**src/hdl/uart_pkg.sv**
```systemverilog
package uart_pkg;

	// frame format defaults
	localparam int unsigned DEF_DATA_WIDTH = 8; // data bits per frame
	localparam bit DEF_PARITY_ENABLE = 1'b1; // send and check a parity bit
	localparam bit DEF_PARITY_ODD = 1'b0; // 0 even, 1 odd

	// timing defaults, one bit = CLKS_PER_SAMPLE * SAMPLES_PER_BIT clocks
	localparam int unsigned DEF_CLKS_PER_SAMPLE = 2; // tx_clk cycles per oversampling tick
	localparam int unsigned DEF_SAMPLES_PER_BIT = 8; // oversampling ticks per line bit

	// receiver input synchronizer depth
	localparam int unsigned DEF_SYNC_STAGES = 3;

	// transmitter FSM
	typedef enum logic [2:0] {
		TX_IDLE      = 3'd0, // line high, waiting for a request
		TX_WAIT_TICK = 3'd1, // request latched, waiting for a bit boundary
		TX_SHIFT     = 3'd2, // start, data and parity bits on the line
		TX_STOP      = 3'd3  // stop bit on the line
	} tx_state_t;

	// receiver FSM
	typedef enum logic [2:0] {
		RX_IDLE   = 3'd0, // waiting for a falling edge
		RX_START  = 3'd1, // counting to the middle of the start bit
		RX_DATA   = 3'd2, // sampling data bits, lsb first
		RX_PARITY = 3'd3, // sampling the parity bit
		RX_STOP   = 3'd4  // sampling the stop bit
	} rx_state_t;

endpackage

```
**src/hdl/uart_tick_gen.sv**
```systemverilog
module uart_tick_gen
	import uart_pkg::*;
#(
	parameter int unsigned CLKS_PER_SAMPLE = DEF_CLKS_PER_SAMPLE,
	parameter int unsigned SAMPLES_PER_BIT = DEF_SAMPLES_PER_BIT
) (
	input  logic tx_clk,
	input  logic reset_tx,
	output logic o_sample_tick, // one cycle every CLKS_PER_SAMPLE clocks
	output logic o_bit_tick     // one cycle every SAMPLES_PER_BIT sample ticks
);

	localparam int CW = (CLKS_PER_SAMPLE > 1) ? $clog2(CLKS_PER_SAMPLE) : 1;
	localparam int SW = (SAMPLES_PER_BIT > 1) ? $clog2(SAMPLES_PER_BIT) : 1;

	logic [CW-1:0] clk_cnt; // clocks within one sample period
	logic [SW-1:0] smp_cnt; // sample ticks within one bit period

	// both strobes come out of flops, so they are glitch free clock enables
	always_ff @(posedge tx_clk) begin
		if (reset_tx) begin
			clk_cnt       <= '0;
			smp_cnt       <= '0;
			o_sample_tick <= 1'b0;
			o_bit_tick    <= 1'b0;
		end else begin
			o_sample_tick <= 1'b0; // default low, pulses for one cycle
			o_bit_tick    <= 1'b0;
			if (clk_cnt == CW'(CLKS_PER_SAMPLE - 1)) begin
				clk_cnt       <= '0; // wrap and fire the sample strobe
				o_sample_tick <= 1'b1;
				if (smp_cnt == SW'(SAMPLES_PER_BIT - 1)) begin
					smp_cnt    <= '0; // last sample of the bit marks the boundary
					o_bit_tick <= 1'b1;
				end else begin
					smp_cnt <= smp_cnt + 1'b1;
				end
			end else begin
				clk_cnt <= clk_cnt + 1'b1;
			end
		end
	end

endmodule

```
**src/hdl/uart_tx.sv**
```systemverilog
module uart_tx
	import uart_pkg::*;
#(
	parameter int unsigned DATA_WIDTH    = DEF_DATA_WIDTH,
	parameter bit          PARITY_ENABLE = DEF_PARITY_ENABLE,
	parameter bit          PARITY_ODD    = DEF_PARITY_ODD
) (
	input  logic                  tx_clk,
	input  logic                  reset_tx,
	input  logic                  i_bit_tick, // bit boundary strobe from the tick generator
	input  logic                  i_tx_start, // one cycle request, ignored while busy
	input  logic [DATA_WIDTH-1:0] i_tx_data,  // captured with an accepted request
	output logic                  o_serial,   // idles high
	output logic                  o_tx_busy
);

	// start + data + optional parity + stop
	localparam int FW = DATA_WIDTH + int'(PARITY_ENABLE) + 2;
	localparam int BW = $clog2(FW);

	tx_state_t     state_q;
	logic [BW-1:0] bit_cnt;    // index of the bit currently on the line
	logic [FW-1:0] frame_q;    // outgoing frame, bit 0 goes out next
	logic [FW-1:0] frame_load; // frame built from the request data
	logic          par_bit;    // parity of the request data
	logic          tx_accept;  // request taken this cycle
	logic          shift_en;   // next frame bit moves to the line

	assign par_bit = (^i_tx_data) ^ PARITY_ODD; // odd parity inverts the xor

	generate
		if (PARITY_ENABLE) begin : g_par
			assign frame_load = {1'b1, par_bit, i_tx_data, 1'b0}; // stop, parity, data, start
		end else begin : g_nopar
			assign frame_load = {1'b1, i_tx_data, 1'b0}; // parity bit not sent
		end
	endgenerate

	assign tx_accept = (state_q == TX_IDLE) && i_tx_start;
	assign shift_en  = i_bit_tick && ((state_q == TX_WAIT_TICK) || (state_q == TX_SHIFT));
	assign o_tx_busy = (state_q != TX_IDLE); // high from the cycle after the request

	// frame register, loaded on request and shifted on bit ticks
	always_ff @(posedge tx_clk) begin
		if (tx_accept) begin
			frame_q <= frame_load;
		end else if (shift_en) begin
			frame_q <= {1'b1, frame_q[FW-1:1]}; // fill with ones behind the frame
		end
	end

	always_ff @(posedge tx_clk) begin
		if (reset_tx) begin
			state_q  <= TX_IDLE;
			bit_cnt  <= '0;
			o_serial <= 1'b1; // line idles high
		end else begin
			case (state_q)
				TX_IDLE: begin
					o_serial <= 1'b1;
					if (i_tx_start) begin
						state_q <= TX_WAIT_TICK; // wait for the next bit boundary
					end
				end
				TX_WAIT_TICK: begin
					if (i_bit_tick) begin
						o_serial <= frame_q[0]; // start bit
						bit_cnt  <= BW'(1);
						state_q  <= TX_SHIFT;
					end
				end
				TX_SHIFT: begin
					if (i_bit_tick) begin
						o_serial <= frame_q[0];
						bit_cnt  <= bit_cnt + 1'b1;
						if (bit_cnt == BW'(FW - 1)) begin
							state_q <= TX_STOP; // stop bit now on the line
						end
					end
				end
				TX_STOP: begin
					if (i_bit_tick) begin
						state_q <= TX_IDLE; // stop bit period is over, busy drops
						bit_cnt <= '0;
					end
				end
				default: begin
					state_q  <= TX_IDLE;
					o_serial <= 1'b1;
				end
			endcase
		end
	end

endmodule

```
**src/hdl/uart_rx.sv**
```systemverilog
module uart_rx
	import uart_pkg::*;
#(
	parameter int unsigned DATA_WIDTH      = DEF_DATA_WIDTH,
	parameter bit          PARITY_ENABLE   = DEF_PARITY_ENABLE,
	parameter bit          PARITY_ODD      = DEF_PARITY_ODD,
	parameter int unsigned SAMPLES_PER_BIT = DEF_SAMPLES_PER_BIT,
	parameter int unsigned SYNC_STAGES     = DEF_SYNC_STAGES
) (
	input  logic                  tx_clk,
	input  logic                  reset_tx,
	input  logic                  i_sample_tick, // oversampling strobe
	input  logic                  i_serial,      // asynchronous line input
	output logic [DATA_WIDTH-1:0] o_rx_data,     // held until the next valid pulse
	output logic                  o_rx_valid,    // one cycle per received frame
	output logic                  o_rx_error     // parity or stop bit error, with valid
);

	localparam int TW   = (SAMPLES_PER_BIT > 1) ? $clog2(SAMPLES_PER_BIT) : 1;
	localparam int BW   = (DATA_WIDTH > 1) ? $clog2(DATA_WIDTH) : 1;
	localparam int HALF = (SAMPLES_PER_BIT > 1) ? (SAMPLES_PER_BIT / 2) : 1;

	logic [SYNC_STAGES-1:0] sync_q;  // new sample enters at bit 0
	logic                   rx_line; // synchronized line
	logic                   rx_prev; // line one cycle earlier, for edge detection
	rx_state_t              state_q;
	logic [TW-1:0]          tick_cnt; // sample ticks within the current bit
	logic [BW-1:0]          bit_idx;  // data bit being sampled
	logic                   par_acc;  // running parity, seeded for odd parity
	logic                   par_err;
	logic                   bit_done;    // middle of a data, parity or stop bit
	logic                   data_sample; // a data bit is taken this cycle
	logic                   stop_sample; // the stop bit is taken this cycle
	logic [DATA_WIDTH-1:0]  shift_q;     // deframed data, lsb arrives first

	assign rx_line     = sync_q[SYNC_STAGES-1];
	assign bit_done    = i_sample_tick && (tick_cnt == TW'(SAMPLES_PER_BIT - 1));
	assign data_sample = bit_done && (state_q == RX_DATA);
	assign stop_sample = bit_done && (state_q == RX_STOP);

	// data path, shifts right so the first bit ends up in bit 0
	always_ff @(posedge tx_clk) begin
		if (data_sample) begin
			shift_q <= DATA_WIDTH'({rx_line, shift_q} >> 1);
		end
		if (stop_sample) begin
			o_rx_data <= shift_q;
		end
	end

	always_ff @(posedge tx_clk) begin
		if (reset_tx) begin
			sync_q     <= '1; // pretend idle line so reset does not look like a start
			rx_prev    <= 1'b1;
			state_q    <= RX_IDLE;
			tick_cnt   <= '0;
			bit_idx    <= '0;
			par_acc    <= 1'b0;
			par_err    <= 1'b0;
			o_rx_valid <= 1'b0;
			o_rx_error <= 1'b0;
		end else begin
			sync_q     <= SYNC_STAGES'({sync_q, i_serial});
			rx_prev    <= rx_line;
			o_rx_valid <= 1'b0;

			// bit phase counter, restarted at mid start so later samples land mid bit
			if (i_sample_tick && (state_q inside {RX_DATA, RX_PARITY, RX_STOP})) begin
				tick_cnt <= bit_done ? '0 : tick_cnt + 1'b1;
			end

			case (state_q)
				RX_IDLE: begin
					if (rx_prev && !rx_line) begin
						state_q  <= RX_START; // falling edge, possible start bit
						tick_cnt <= '0;
					end
				end
				RX_START: begin
					if (i_sample_tick) begin
						if (tick_cnt == TW'(HALF - 1)) begin
							tick_cnt <= '0;
							if (rx_line) begin
								state_q <= RX_IDLE; // line back high, only a glitch
							end else begin
								state_q <= RX_DATA;
								bit_idx <= '0;
								par_acc <= PARITY_ODD;
								par_err <= 1'b0;
							end
						end else begin
							tick_cnt <= tick_cnt + 1'b1;
						end
					end
				end
				RX_DATA: begin
					if (bit_done) begin
						par_acc <= par_acc ^ rx_line;
						if (bit_idx == BW'(DATA_WIDTH - 1)) begin
							state_q <= PARITY_ENABLE ? RX_PARITY : RX_STOP;
						end else begin
							bit_idx <= bit_idx + 1'b1;
						end
					end
				end
				RX_PARITY: begin
					if (bit_done) begin
						par_err <= par_acc ^ rx_line; // nonzero means mismatch
						state_q <= RX_STOP;
					end
				end
				RX_STOP: begin
					if (bit_done) begin
						o_rx_valid <= 1'b1;
						o_rx_error <= par_err | ~rx_line; // low stop bit is a framing error
						state_q    <= RX_IDLE;
					end
				end
				default: state_q <= RX_IDLE;
			endcase
		end
	end

endmodule

```
**src/hdl/uart_top.sv**
```systemverilog
module uart_top
	import uart_pkg::*;
#(
	parameter int unsigned DATA_WIDTH      = DEF_DATA_WIDTH,
	parameter bit          PARITY_ENABLE   = DEF_PARITY_ENABLE,
	parameter bit          PARITY_ODD      = DEF_PARITY_ODD,
	parameter int unsigned CLKS_PER_SAMPLE = DEF_CLKS_PER_SAMPLE,
	parameter int unsigned SAMPLES_PER_BIT = DEF_SAMPLES_PER_BIT,
	parameter int unsigned SYNC_STAGES     = DEF_SYNC_STAGES
) (
	input  logic                  tx_clk,
	input  logic                  reset_tx,
	input  logic                  i_tx_start,
	input  logic [DATA_WIDTH-1:0] i_tx_data,
	input  logic                  i_serial,  // receiver line, looped back outside
	output logic                  o_serial,  // transmitter line
	output logic                  o_tx_busy,
	output logic [DATA_WIDTH-1:0] o_rx_data,
	output logic                  o_rx_valid,
	output logic                  o_rx_error
);

	logic sample_tick; // receiver oversampling strobe
	logic bit_tick;    // transmitter bit strobe

	uart_tick_gen #(
		.CLKS_PER_SAMPLE(CLKS_PER_SAMPLE),
		.SAMPLES_PER_BIT(SAMPLES_PER_BIT)
	) u_tick_gen (
		.tx_clk       (tx_clk),
		.reset_tx     (reset_tx),
		.o_sample_tick(sample_tick),
		.o_bit_tick   (bit_tick)
	);

	uart_tx #(
		.DATA_WIDTH   (DATA_WIDTH),
		.PARITY_ENABLE(PARITY_ENABLE),
		.PARITY_ODD   (PARITY_ODD)
	) u_tx (
		.tx_clk    (tx_clk),
		.reset_tx  (reset_tx),
		.i_bit_tick(bit_tick),
		.i_tx_start(i_tx_start),
		.i_tx_data (i_tx_data),
		.o_serial  (o_serial),
		.o_tx_busy (o_tx_busy)
	);

	// receiver keeps its own bit phase, it only needs the sample strobe
	uart_rx #(
		.DATA_WIDTH     (DATA_WIDTH),
		.PARITY_ENABLE  (PARITY_ENABLE),
		.PARITY_ODD     (PARITY_ODD),
		.SAMPLES_PER_BIT(SAMPLES_PER_BIT),
		.SYNC_STAGES    (SYNC_STAGES)
	) u_rx (
		.tx_clk       (tx_clk),
		.reset_tx     (reset_tx),
		.i_sample_tick(sample_tick),
		.i_serial     (i_serial),
		.o_rx_data    (o_rx_data),
		.o_rx_valid   (o_rx_valid),
		.o_rx_error   (o_rx_error)
	);

endmodule

```
**config.mk**
```make
export PLATFORM = sky130hd
export DESIGN_NAME = uart_top
export DESIGN_NICKNAME = d
export VERILOG_FILES = /design/src/hdl/uart_pkg.sv /design/src/hdl/uart_tick_gen.sv /design/src/hdl/uart_tx.sv /design/src/hdl/uart_rx.sv /design/src/hdl/uart_top.sv
export SDC_FILE = /design/constraint.sdc
export NUM_CORES = 1
export LEC_CHECK = 0
export BUFFER_PORTS_ARGS = -buffer_cell sky130_fd_sc_hd__buf_2
export CORE_MARGIN = 2
export CORE_UTILIZATION = 45
export CTS_BUF_LIST = sky130_fd_sc_hd__clkbuf_16
export DETAILED_ROUTE_END_ITERATION = 16
export MAX_ROUTING_LAYER = met4
export PLACE_DENSITY = 0.68
export REMOVE_ABC_BUFFERS = 1
export SYNTH_ARGS = -nofsm -noshare
export SYNTH_HDL_FRONTEND = slang
export SYNTH_SLANG_ARGS = --single-unit
```
**constraint.sdc**
```tcl
create_clock -name tx_clk -period 2 [get_ports tx_clk]
set_input_delay 0.4 -clock tx_clk [delete_from_list [all_inputs] [get_ports tx_clk]]
set_output_delay 0.4 -clock tx_clk [all_outputs]
set_load 0.02 [all_outputs]
```
==> results of run 1 <==
-- power groups by stage --
stage	registers, W	logic, W	clock network [W]
after global placement	0.00136	0.000441	0
final	0.00134	0.000443	0.000864
after floorplan	0.00136	0.000311	0
after detailed placement	0.00137	0.000447	0
after CTS	0.00134	0.000449	0.000893
after global routing	0.00135	0.000500	0.000942
-- cell usage in the layout, fill, tap and decap left out, types with 2 or more instances in the layout --
master / count
a21oi_1: 14
a221oi_1: 2
a22o_1: 10
a31oi_1: 2
buf_2: 23
buf_4: 8
clkbuf_16: 5
dfxtp_1: 31
edfxtp_1: 25
ha_1: 13
inv_1: 8
mux2i_1: 6
nand2_1: 15
nand2b_1: 5
nand3_1: 4
nand3b_1: 3
nor2_1: 20
nor2b_1: 8
nor3_1: 6
nor3b_1: 3
nor4_1: 2
o211ai_1: 2
o21ai_0: 7
o32ai_1: 2
or2_2: 5
xnor2_1: 8
-- state kept, by name (all words and copies together) (netlist names), 2 cells and up --
signal / cells
u_tx.frame_q: 10
u_rx.o_rx_data: 8
u_rx.shift_q: 8
u_tx.bit_cnt: 4
u_rx.bit_idx: 3
u_rx.state_q: 3
u_rx.sync_q: 3
u_rx.tick_cnt: 3
u_tick_gen.smp_cnt: 3
u_tx.state_q: 2
-- through the flow --
step           total power, W  instances  hold WS, ns  area [um^2]
3_5_place_dp          0.00181        319        0.397         2700
5_1_grt               0.00279        327        0.287         2850
6_report              0.00265        327        0.295         2850
3_3_place_gp          0.00180        319        0.394         2700
4_1_cts               0.00268        327        0.287         2850
2_1_floorplan         0.00167        216        0.389         2430
-- worst reg2reg max path, cell delays in order (launching register included) --
cell and delay [ns]:
dfxtp_1 0.40, or2_1 0.28, or4_4 0.56, o21ai_2 0.09, a21oi_2 0.08, mux2_4 0.26
-- cell families (layout without fill, tap and decap cells) --
kind of cell / Yosys count / count (layout) / share of synthesized area, %
simple gates: 77 / 77 / 16.1
flops: 56 / 56 / 55.3
compound gates: 46 / 46 / 12.6
buf+inv: 19 / 47 / 3.23
fa+ha+maj: 13 / 13 / 6.56
xor+xnor: 9 / 9 / 3.18
mux: 7 / 7 / 3.03
-- layout make-up --
cell class | instances | area [um^2] | area share, %
clock buffers | 5 | 125 | 4.39
clock inverters | 3 | 27.5 | 0.967
inverters | 8 | 30.0 | 1.05
multi-input cells | 152 | 1030 | 36.1
flip-flops and latches | 56 | 1370 | 48.2
well taps | 72 | 90.1 | 3.16
repair buffers | 31 | 175 | 6.15
-- layer usage --
metal,global-route usage (%),vias up,wire (um)
li1,-,860,-
met1,18.0,753,1960
met2,21.6,28,1780
met3,3.79,2,143
met4,3.68,0,23
met5,-,-,0
-- how the worst min path moves through the flow --
stage                     slack [ns]  cells past startpoint        endpoint
after floorplan                 0.39                      1  u_rx.sync_q[1]
after global placement          0.39                      1  u_rx.sync_q[2]
after detailed placement        0.40                      1  u_rx.sync_q[2]
after CTS                       0.29                      2  u_rx.sync_q[0]
after global routing            0.29                      2  u_rx.sync_q[0]
final                           0.29                      2  u_rx.sync_q[0]
==> out/summary.txt, run 1 <==
Post-synth cell types - 42
Global-route wire length before repair - 6620 um
Max VDD drop - 0.479 mV
Layout area overhead - 14.8%
Top Ports - 24
Largest net degree at the start of global routing - 20
Hold Crit Start - i_serial
Core box area - 5410 um^2
Fillers - 477
Clock share of power - 32.7%
P_sw - 0.000677 W
Post-DRT Antenna Nets - 0
Drt total wl - 3910 um
Clock Skews - 0.00623 ns
Final Slew Violations - 0
Dpl hpwl - 2840 um
Max-Cap Viols - 0
Mapped cell area - 2480 um^2
Overflow left after global routing - 0
Beginning of the critical path - u_rx.state_q[1]
Final GP Congestion - 0.894
Via count - 1643
Main synth FF type - dfxtp_1
Vias in the first global route - 1521
Finished Core Util - 52.7%
Status - complete, no violations
Leakage dissipation - 1.09 nW
Die width - 78.2 um
Slew margin rel. - 65.3%
Power share of the combinational group - 16.7%
Die area - 6120 um^2
Initial DRC Count - 97
Synth cell count leaders - dfxtp_1, edfxtp_1, nor2_1
Number of synthesis warnings - 0
Slowest CP cell - or4_4
RR Startpoint - u_rx.state_q[1]
WP data required - 2.18 ns
H-Tree Depth - 2
Critical Path Stages - 5
Most area-consuming cells after synthesis - edfxtp_1, dfxtp_1, ha_1
Initial antenna violation count - 0
Pwr dens - 929 nW/um^2
Sequential power share - 50.6%
Drt via density - 5.02
FP Rows - 27
CP endpoint - u_rx.bit_idx[0]
Clk_lat worst skew - 0.29 ns
Initial Util - 45.9%
Crit-path cells - or2_1, or4_4, o21ai_2, a21oi_2, mux2_4
Slowest stage delay, CP - 0.56 ns
Clock Sinks - 56
Clk slew on worst S/H paths - 0.07 ns
Die Y - 78.2 um
Crit-path max FO - 10
Post-Synthesis Cells - 227
Final hold vios - 0
Pint - 0.00197 W
Post-cts resize count - 0
Setup ws final - 0.238 ns
Crit path buf inv count - 0
DRC - 0
Post-synth EDFFs - 25
RSZ-0062 raised after global routing - false
PortBufs - 23
CTS Hold Bufs - 0
Register area share after synthesis - 55.3%
Measured slew at the worst slew-check pin - 0.516 ns
Largest area contributor in the netlist - edfxtp_1
Worst EP arrival - 1.95 ns
CTS tree - yes
Most frequent cell after synthesis - dfxtp_1
Synth Register Bits - 56
Asr flop ratio synth - 0%
Antenna diodes - 0
R2R cell count - 5
Inserted Clock Buffers - 5
Setup crit end kind - flip-flop
Worst Setup Start Kind - flip-flop
Gr usage total - 13.9%
Type of the tightest min-delay check - input port to flip-flop
CTS max path bufs - 2
Path type of the worst setup path - flip-flop to flip-flop
Total negative slack - 0 ns
Nets - 279
CP delay by family, top - simple AND/OR/NAND/NOR gates
Tmin final - 1.76 ns
Fmax - 0.568 GHz
Top cell type's share of synthesized area - 30.3%
Layout cell share with drive strength beyond 1 - 19.2%
R2r setup slk - 0.24 ns
Final setup fails - 0
Final Cycle Share - 88.1%
Net Sw Frac - 25.6%
Pre-CTS setup slack - 0.261 ns
WL/cell - 12.0 um
CTS Root Cell - clkbuf_16
Post-Syn Area per Cell - 10.9 um^2
Post-CTS Setup Inserts - 0
FF-to-FF End - u_rx.bit_idx[0]
1st-pass router iterations - 4
Power figures use the tool's default switching activity.
==> inputs of run 2 (changes only) <==
--- a/config.mk
+++ b/config.mk
@@ -8,5 +8,6 @@
 export BUFFER_PORTS_ARGS = -buffer_cell sky130_fd_sc_hd__buf_2
+export CORE_ASPECT_RATIO = 1.25
 export CORE_MARGIN = 2
 export CORE_UTILIZATION = 45
-export CTS_BUF_LIST = sky130_fd_sc_hd__clkbuf_16
+export CTS_BUF_LIST = sky130_fd_sc_hd__clkbuf_8 sky130_fd_sc_hd__clkbuf_16
 export DETAILED_ROUTE_END_ITERATION = 16
--- a/constraint.sdc
+++ b/constraint.sdc
@@ -3,2 +3,2 @@
 set_output_delay 0.4 -clock tx_clk [all_outputs]
-set_load 0.02 [all_outputs]
+set_load 0.1 [all_outputs]
==> out/summary.txt, run 2 (synthesized netlist as in run 1, its figures left out) <==
Top reg by flops - u_tx.frame_q
Clock Skews - 0.00481 ns (-0.00142 ns)
Post-cts resize count - 0 (unchanged)
Vias in the first global route - 1575 (+3.6%)
Drt total wl - 4100 um (+4.7%)
Clock share of power - 24.4% (-8.3 points)
CTS tree - yes
WP data required - 1.60 ns (-0.58 ns)
Largest regs - u_tx.frame_q: 10 flops, u_rx.o_rx_data: 8 flops, u_rx.shift_q: 8 flops
Die area - 6120 um^2 (about the same)
Initial antenna violation count - 0 (unchanged)
Setup crit end kind - output pin
Post-DRT Antenna Nets - 0 (unchanged)
FP Rows - 30 (+11%)
Finished Cell Area - 2780 um^2 (-2.4%)
Tmin final - 1.82 ns (+0.0608 ns)
Layout area overhead - 12.1%
Die width - 70.4 um (-10%)
Layout cell share with drive strength beyond 1 - 19.2% (unchanged)
Largest net degree at the start of global routing - 19 (-5.0%)
Nets - 279 (unchanged)
Max VDD drop - 0.358 mV (-25%)
Final hold vios - 0 (unchanged)
Final setup fails - 0 (unchanged)
Sequential power share - 53.9% (+3.3 points)
Core box area - 5370 um^2 (-0.69%)
H-Tree Depth - 2 (unchanged)
Crit path buf inv count - 3 (+3)
Clock Sinks - 56 (unchanged)
Initial DRC Count - 58 (-40%)
Leakage dissipation - 1.06 nW (-2.9%)
1st-pass router iterations - 4 (unchanged)
Type of the tightest min-delay check - input port to flip-flop
Pwr dens - 893 nW/um^2 (-3.9%)
Path type of the worst setup path - flip-flop to output pin
Global-route wire length before repair - 7000 um (+5.7%)
Antenna diodes - 0 (unchanged)
Fmax - 0.549 GHz (-3.3%)
Inserted Clock Buffers - 5 (unchanged)
Crit-path cells - inv_1, ha_1, inv_1, clkbuf_4
Measured slew at the worst slew-check pin - 0.538 ns (+0.0229 ns)
Pint - 0.00175 W (-11%)
Final GP Congestion - 0.831 (-7.1%)
Max-Cap Viols - 0 (unchanged)
Worst EP arrival - 1.42 ns (-0.53 ns)
Overflow left after global routing - 0 (unchanged)
Post-CTS Setup Inserts - 0 (unchanged)
Critical Path Most Common Cell - inv_1
CTS max path bufs - 2 (unchanged)
Gr usage total - 14.7% (+0.84 points)
Status - complete, no violations
Final Slew Violations - 0 (unchanged)
Drt via density - 5.27 (+4.9%)
RSZ-0062 raised after global routing - false
PortBufs - 23 (unchanged)
Die Y - 87.0 um (+11%)
Slew margin rel. - 63.8% (-1.5 points)
Final Cycle Share - 91.1% (+3.0 points)
Slowest CP cell - dfxtp_1
WL/cell - 12.8 um (+7.3%)
Crit-path max FO - 4 (-6)
Power share of the combinational group - 21.8% (+5.1 points)
Max reg flops - 10 (unchanged)
Clk_lat worst skew - 0.30 ns (about the same)
Dpl hpwl - 2980 um (+5.1%)
CTS Hold Bufs - 0 (unchanged)
Most frequent cells in the layout - dfxtp_1, edfxtp_1, buf_2
Via count - 1681 (+2.3%)
Hold WS - 0.276 ns (-0.0184 ns)
Most common cell after layout, fill and taps aside - dfxtp_1
Clk slew on worst S/H paths - 0.09 ns (+0.02 ns)
Slowest stage delay, CP - 0.39 ns (-0.17 ns)
P_sw - 0.000733 W (+8.4%)
CP delay by family, top - buffers and inverters
Initial Util - 46.2% (+0.32 points)
DRC - 0 (unchanged)
CTS Root Cell - clkbuf_8
Fillers - 488 (+2.3%)
Area after DPL - 2690 um^2 (-0.37%)
Worst Setup Start Kind - flip-flop
Net Sw Frac - 29.5% (+4.0 points)
Top Ports - 24 (unchanged)
run 2: final cells by class:
| class | instances | area, um^2 | share of cell area (%) |
|---|---|---|---|
| Inverter | 8 | 30.0 | 1.08 |
| Sequential cell | 56 | 1370 | 49.3 |
| Clock inverter | 3 | 23.8 | 0.855 |
| Clock buffer | 5 | 68.8 | 2.48 |
| Timing Repair Buffer | 31 | 178 | 6.39 |
| Multi-Input combinational cell | 152 | 1030 | 37.0 |
| Tap cell | 64 | 80.1 | 2.88 |
run 2: final timing paths:
| kind | from | depth (start not counted) | endpoint | slack, ns |
|---|---|---|---|---|
| max | u_tx.state_q[0] | 4 | o_tx_busy | 0.18 |
| min | i_serial | 2 | u_rx.sync_q[0] | 0.28 |
| max reg2reg | u_rx.state_q[1] | 3 | u_rx.bit_idx[0] | 0.21 |
| min reg2reg | u_rx.sync_q[1] | 1 | u_rx.sync_q[2] | 0.41 |
run 2: per-layer routing:
layer / wire length [um] / vias to the layer above / track usage [%]
met4: 85 / 0 / 6.99
met5: 0 / - / -
li1: - / 860 / -
met1: 1880 / 785 / 17.5
met2: 2000 / 27 / 24.2
met3: 123 / 9 / 2.66
run 2: power groups by stage:
stage / clock network, W / logic [W] / registers (W)
after floorplan: 0 / 0.000395 / 0.00136
after global placement: 0 / 0.000530 / 0.00136
after detailed placement: 0 / 0.000535 / 0.00137
after CTS: 0.000636 / 0.000542 / 0.00134
after global routing: 0.000668 / 0.000595 / 0.00135
final: 0.000605 / 0.000540 / 0.00134
run 2: per-stage QoR:
step | setup WS [ns] | TNS (ns) | cells | total power [W] | util, %
6_report | 0.177 | 0 | 319 | 0.00248 | 51.8
5_1_grt | 0.0937 | 0 | 319 | 0.00261 | 51.8
4_1_cts | 0.0554 | 0 | 319 | 0.00252 | 51.7
3_5_place_dp | 0.247 | 0 | 311 | 0.00190 | 50.0
3_3_place_gp | 0.287 | 0 | 311 | 0.00189 | 50.0
2_1_floorplan | -0.345 | -4.46 | 216 | 0.00175 | -
run 2: worst register-to-register path: cells and delay by family, from the launching register on:
kind             cells  cell delay [ns]
flip-flops           1             0.51
AND/OR/NAND/NOR      2             0.99
multiplexers         1             0.25
==> inputs of run 3 (changes only) <==
- MAX_ROUTING_LAYER: met4 -> unset
==> out/summary.txt, run 3 (synthesized netlist as in run 1, its figures left out) <==
Status - complete, no violations
Final hold vios - 0 (unchanged)
Clock Skews - 0.00481 ns (-0.00000855 ns)
Type of the tightest min-delay check - input port to flip-flop
Met1 Use GR - 17.5% (unchanged)
Top reg by flops - u_tx.frame_q
GRT busiest layer - met2
Clk_lat worst skew - 0.30 ns (about the same)
Sequential power share - 53.9% (about the same)
Leakage dissipation - 1.06 nW (unchanged)
Fillers - 488 (unchanged)
Largest net degree at the start of global routing - 19 (unchanged)
Hold Crit Start - i_serial
Antenna diodes - 0 (unchanged)
Most common cell after layout, fill and taps aside - dfxtp_1
Gr usage total - 14.3% (-0.42 points)
Vias in the first global route - 1574 (-0.063%)
Dpl hpwl - 2980 um (unchanged)
Initial DRC Count - 58 (unchanged)
Die width - 70.4 um (unchanged)
CTS max path bufs - 2 (unchanged)
Most frequent cells in the layout - dfxtp_1, edfxtp_1, buf_2
Max reg flops - 10 (unchanged)
Global-route wire length before repair - 7010 um (about the same)
Largest regs - u_tx.frame_q: 10 flops, u_rx.o_rx_data: 8 flops, u_rx.shift_q: 8 flops
CTS Root Cell - clkbuf_8
RR Startpoint - u_rx.state_q[1]
Measured slew at the worst slew-check pin - 0.538 ns (-0.000144 ns)
Clk slew on worst S/H paths - 0.09 ns (about the same)
Final Slew Violations - 0 (unchanged)
Final GP Congestion - 0.818 (-1.5%)
Die Y - 87.0 um (unchanged)
Drt via density - 5.27 (unchanged)
Inserted Clock Buffers - 5 (unchanged)
CTS Hold Bufs - 0 (unchanged)
Crit-path max FO - 4 (unchanged)
Setup crit end kind - output pin
Max VDD drop - 0.358 mV (about the same)
R2R cell count - 3 (unchanged)
H-Tree Depth - 2 (unchanged)
Pint - 0.00175 W (unchanged)
Pwr dens - 893 nW/um^2 (about the same)
Slew margin rel. - 63.8% (about the same)
Endpoint, Worst Hold - u_rx.sync_q[0]
Layout cell share with drive strength beyond 1 - 19.2% (unchanged)
Initial Util - 46.2% (unchanged)
WL/cell - 12.8 um (about the same)
Path type of the worst setup path - flip-flop to output pin
Final setup fails - 0 (unchanged)
PortBufs - 23 (unchanged)
Total negative slack - 0 ns (unchanged)
Grt met2 use - 24.2% (unchanged)
Clock Sinks - 56 (unchanged)
DRC - 0 (unchanged)
Initial antenna violation count - 0 (unchanged)
Worst Setup Start Kind - flip-flop
R2r setup slk - 0.21 ns (about the same)
Power share of the combinational group - 21.8% (about the same)
Core box area - 5370 um^2 (unchanged)
Max-Cap Viols - 0 (unchanged)
Via count - 1681 (unchanged)
Die area - 6120 um^2 (unchanged)
Drt total wl - 4100 um (about the same)
Worst EP arrival - 1.42 ns (about the same)
RSZ-0062 raised after global routing - false
Top Ports - 24 (unchanged)
Fmax - 0.549 GHz (about the same)
Layout area overhead - 12.1% (unchanged)
Final Cycle Share - 91.1% (about the same)
Tmin final - 1.82 ns (+0.0000390 ns)
Net Sw Frac - 29.5% (about the same)
FF-to-FF End - u_rx.bit_idx[0]
Post-DRT Antenna Nets - 0 (unchanged)
Nets - 279 (unchanged)
Hold WS - 0.276 ns (-0.0000390 ns)
WP data required - 1.60 ns (about the same)
Worst hold path depth - 2 (unchanged)
Overflow left after global routing - 0 (unchanged)
FP Rows - 30 (unchanged)
1st-pass router iterations - 4 (unchanged)
Met3 layer usage reported by global route - 2.66% (unchanged)
CTS tree - yes
P_sw - 0.000733 W (about the same)
Clock share of power - 24.4% (about the same)
run 3: power by group through the flow:
| stage | Clock, W | Sequential (W) | Combinational, W |
|---|---|---|---|
| 3_3_place_gp | 0 | 0.00136 | 0.000530 |
| 3_5_place_dp | 0 | 0.00137 | 0.000535 |
| 6_report | 0.000605 | 0.00134 | 0.000540 |
| 4_1_cts | 0.000636 | 0.00134 | 0.000542 |
| 5_1_grt | 0.000668 | 0.00135 | 0.000595 |
| 2_1_floorplan | 0 | 0.00136 | 0.000395 |
run 3: routing by layer:
| layer | wire length (um) | vias up |
|---|---|---|
| met1 | 1880 | 785 |
| met4 | 87 | 0 |
| met5 | 0 | - |
| li1 | - | 860 |
| met2 | 2000 | 27 |
| met3 | 123 | 9 |
run 3: critical path, cell delays in order (launching register included):
cell      delay [ns]
dfxtp_1         0.39
inv_1           0.08
ha_1            0.23
inv_1           0.09
clkbuf_4        0.33
run 3: worst max path at each step:
stage | start | to | slack (ns) | cells after the start
after floorplan | u_tx.state_q[0] | u_tx.frame_q[9] | -0.34 | 5
after global placement | u_rx.state_q[1] | u_rx.bit_idx[0] | 0.29 | 5
after detailed placement | u_rx.state_q[1] | u_rx.bit_idx[0] | 0.25 | 3
after CTS | u_tx.state_q[0] | o_tx_busy | 0.06 | 4
after global routing | u_tx.state_q[0] | o_tx_busy | 0.09 | 4
final | u_tx.state_q[0] | o_tx_busy | 0.18 | 4
run 3: stage by stage:
stage          instance area, um^2  utilization [%]  instances  worst slack (ns)  total power, W
3_5_place_dp                  2690             50.0        311             0.247         0.00190
5_1_grt                       2780             51.8        319            0.0937         0.00261
2_1_floorplan                 2430                -        216            -0.345         0.00175
4_1_cts                       2780             51.7        319            0.0554         0.00252
3_3_place_gp                  2690             50.0        311             0.287         0.00189
6_report                      2780             51.8        319             0.177         0.00248
run 3: area by class of cell:
class	instances	area, um^2	area share, %
Clock buffer	5	68.8	2.48
Timing Repair Buffer	31	178	6.39
Multi-Input combinational cell	152	1030	37.0
Tap cell	64	80.1	2.88
Sequential cell	56	1370	49.3
Clock inverter	3	23.8	0.855
Inverter	8	30.0	1.08
run 3: timing repair:
action,4_1_cts,5_1_grt
setup endpoints to repair,0,1
buffers inserted,0,0
resized for setup,0,1
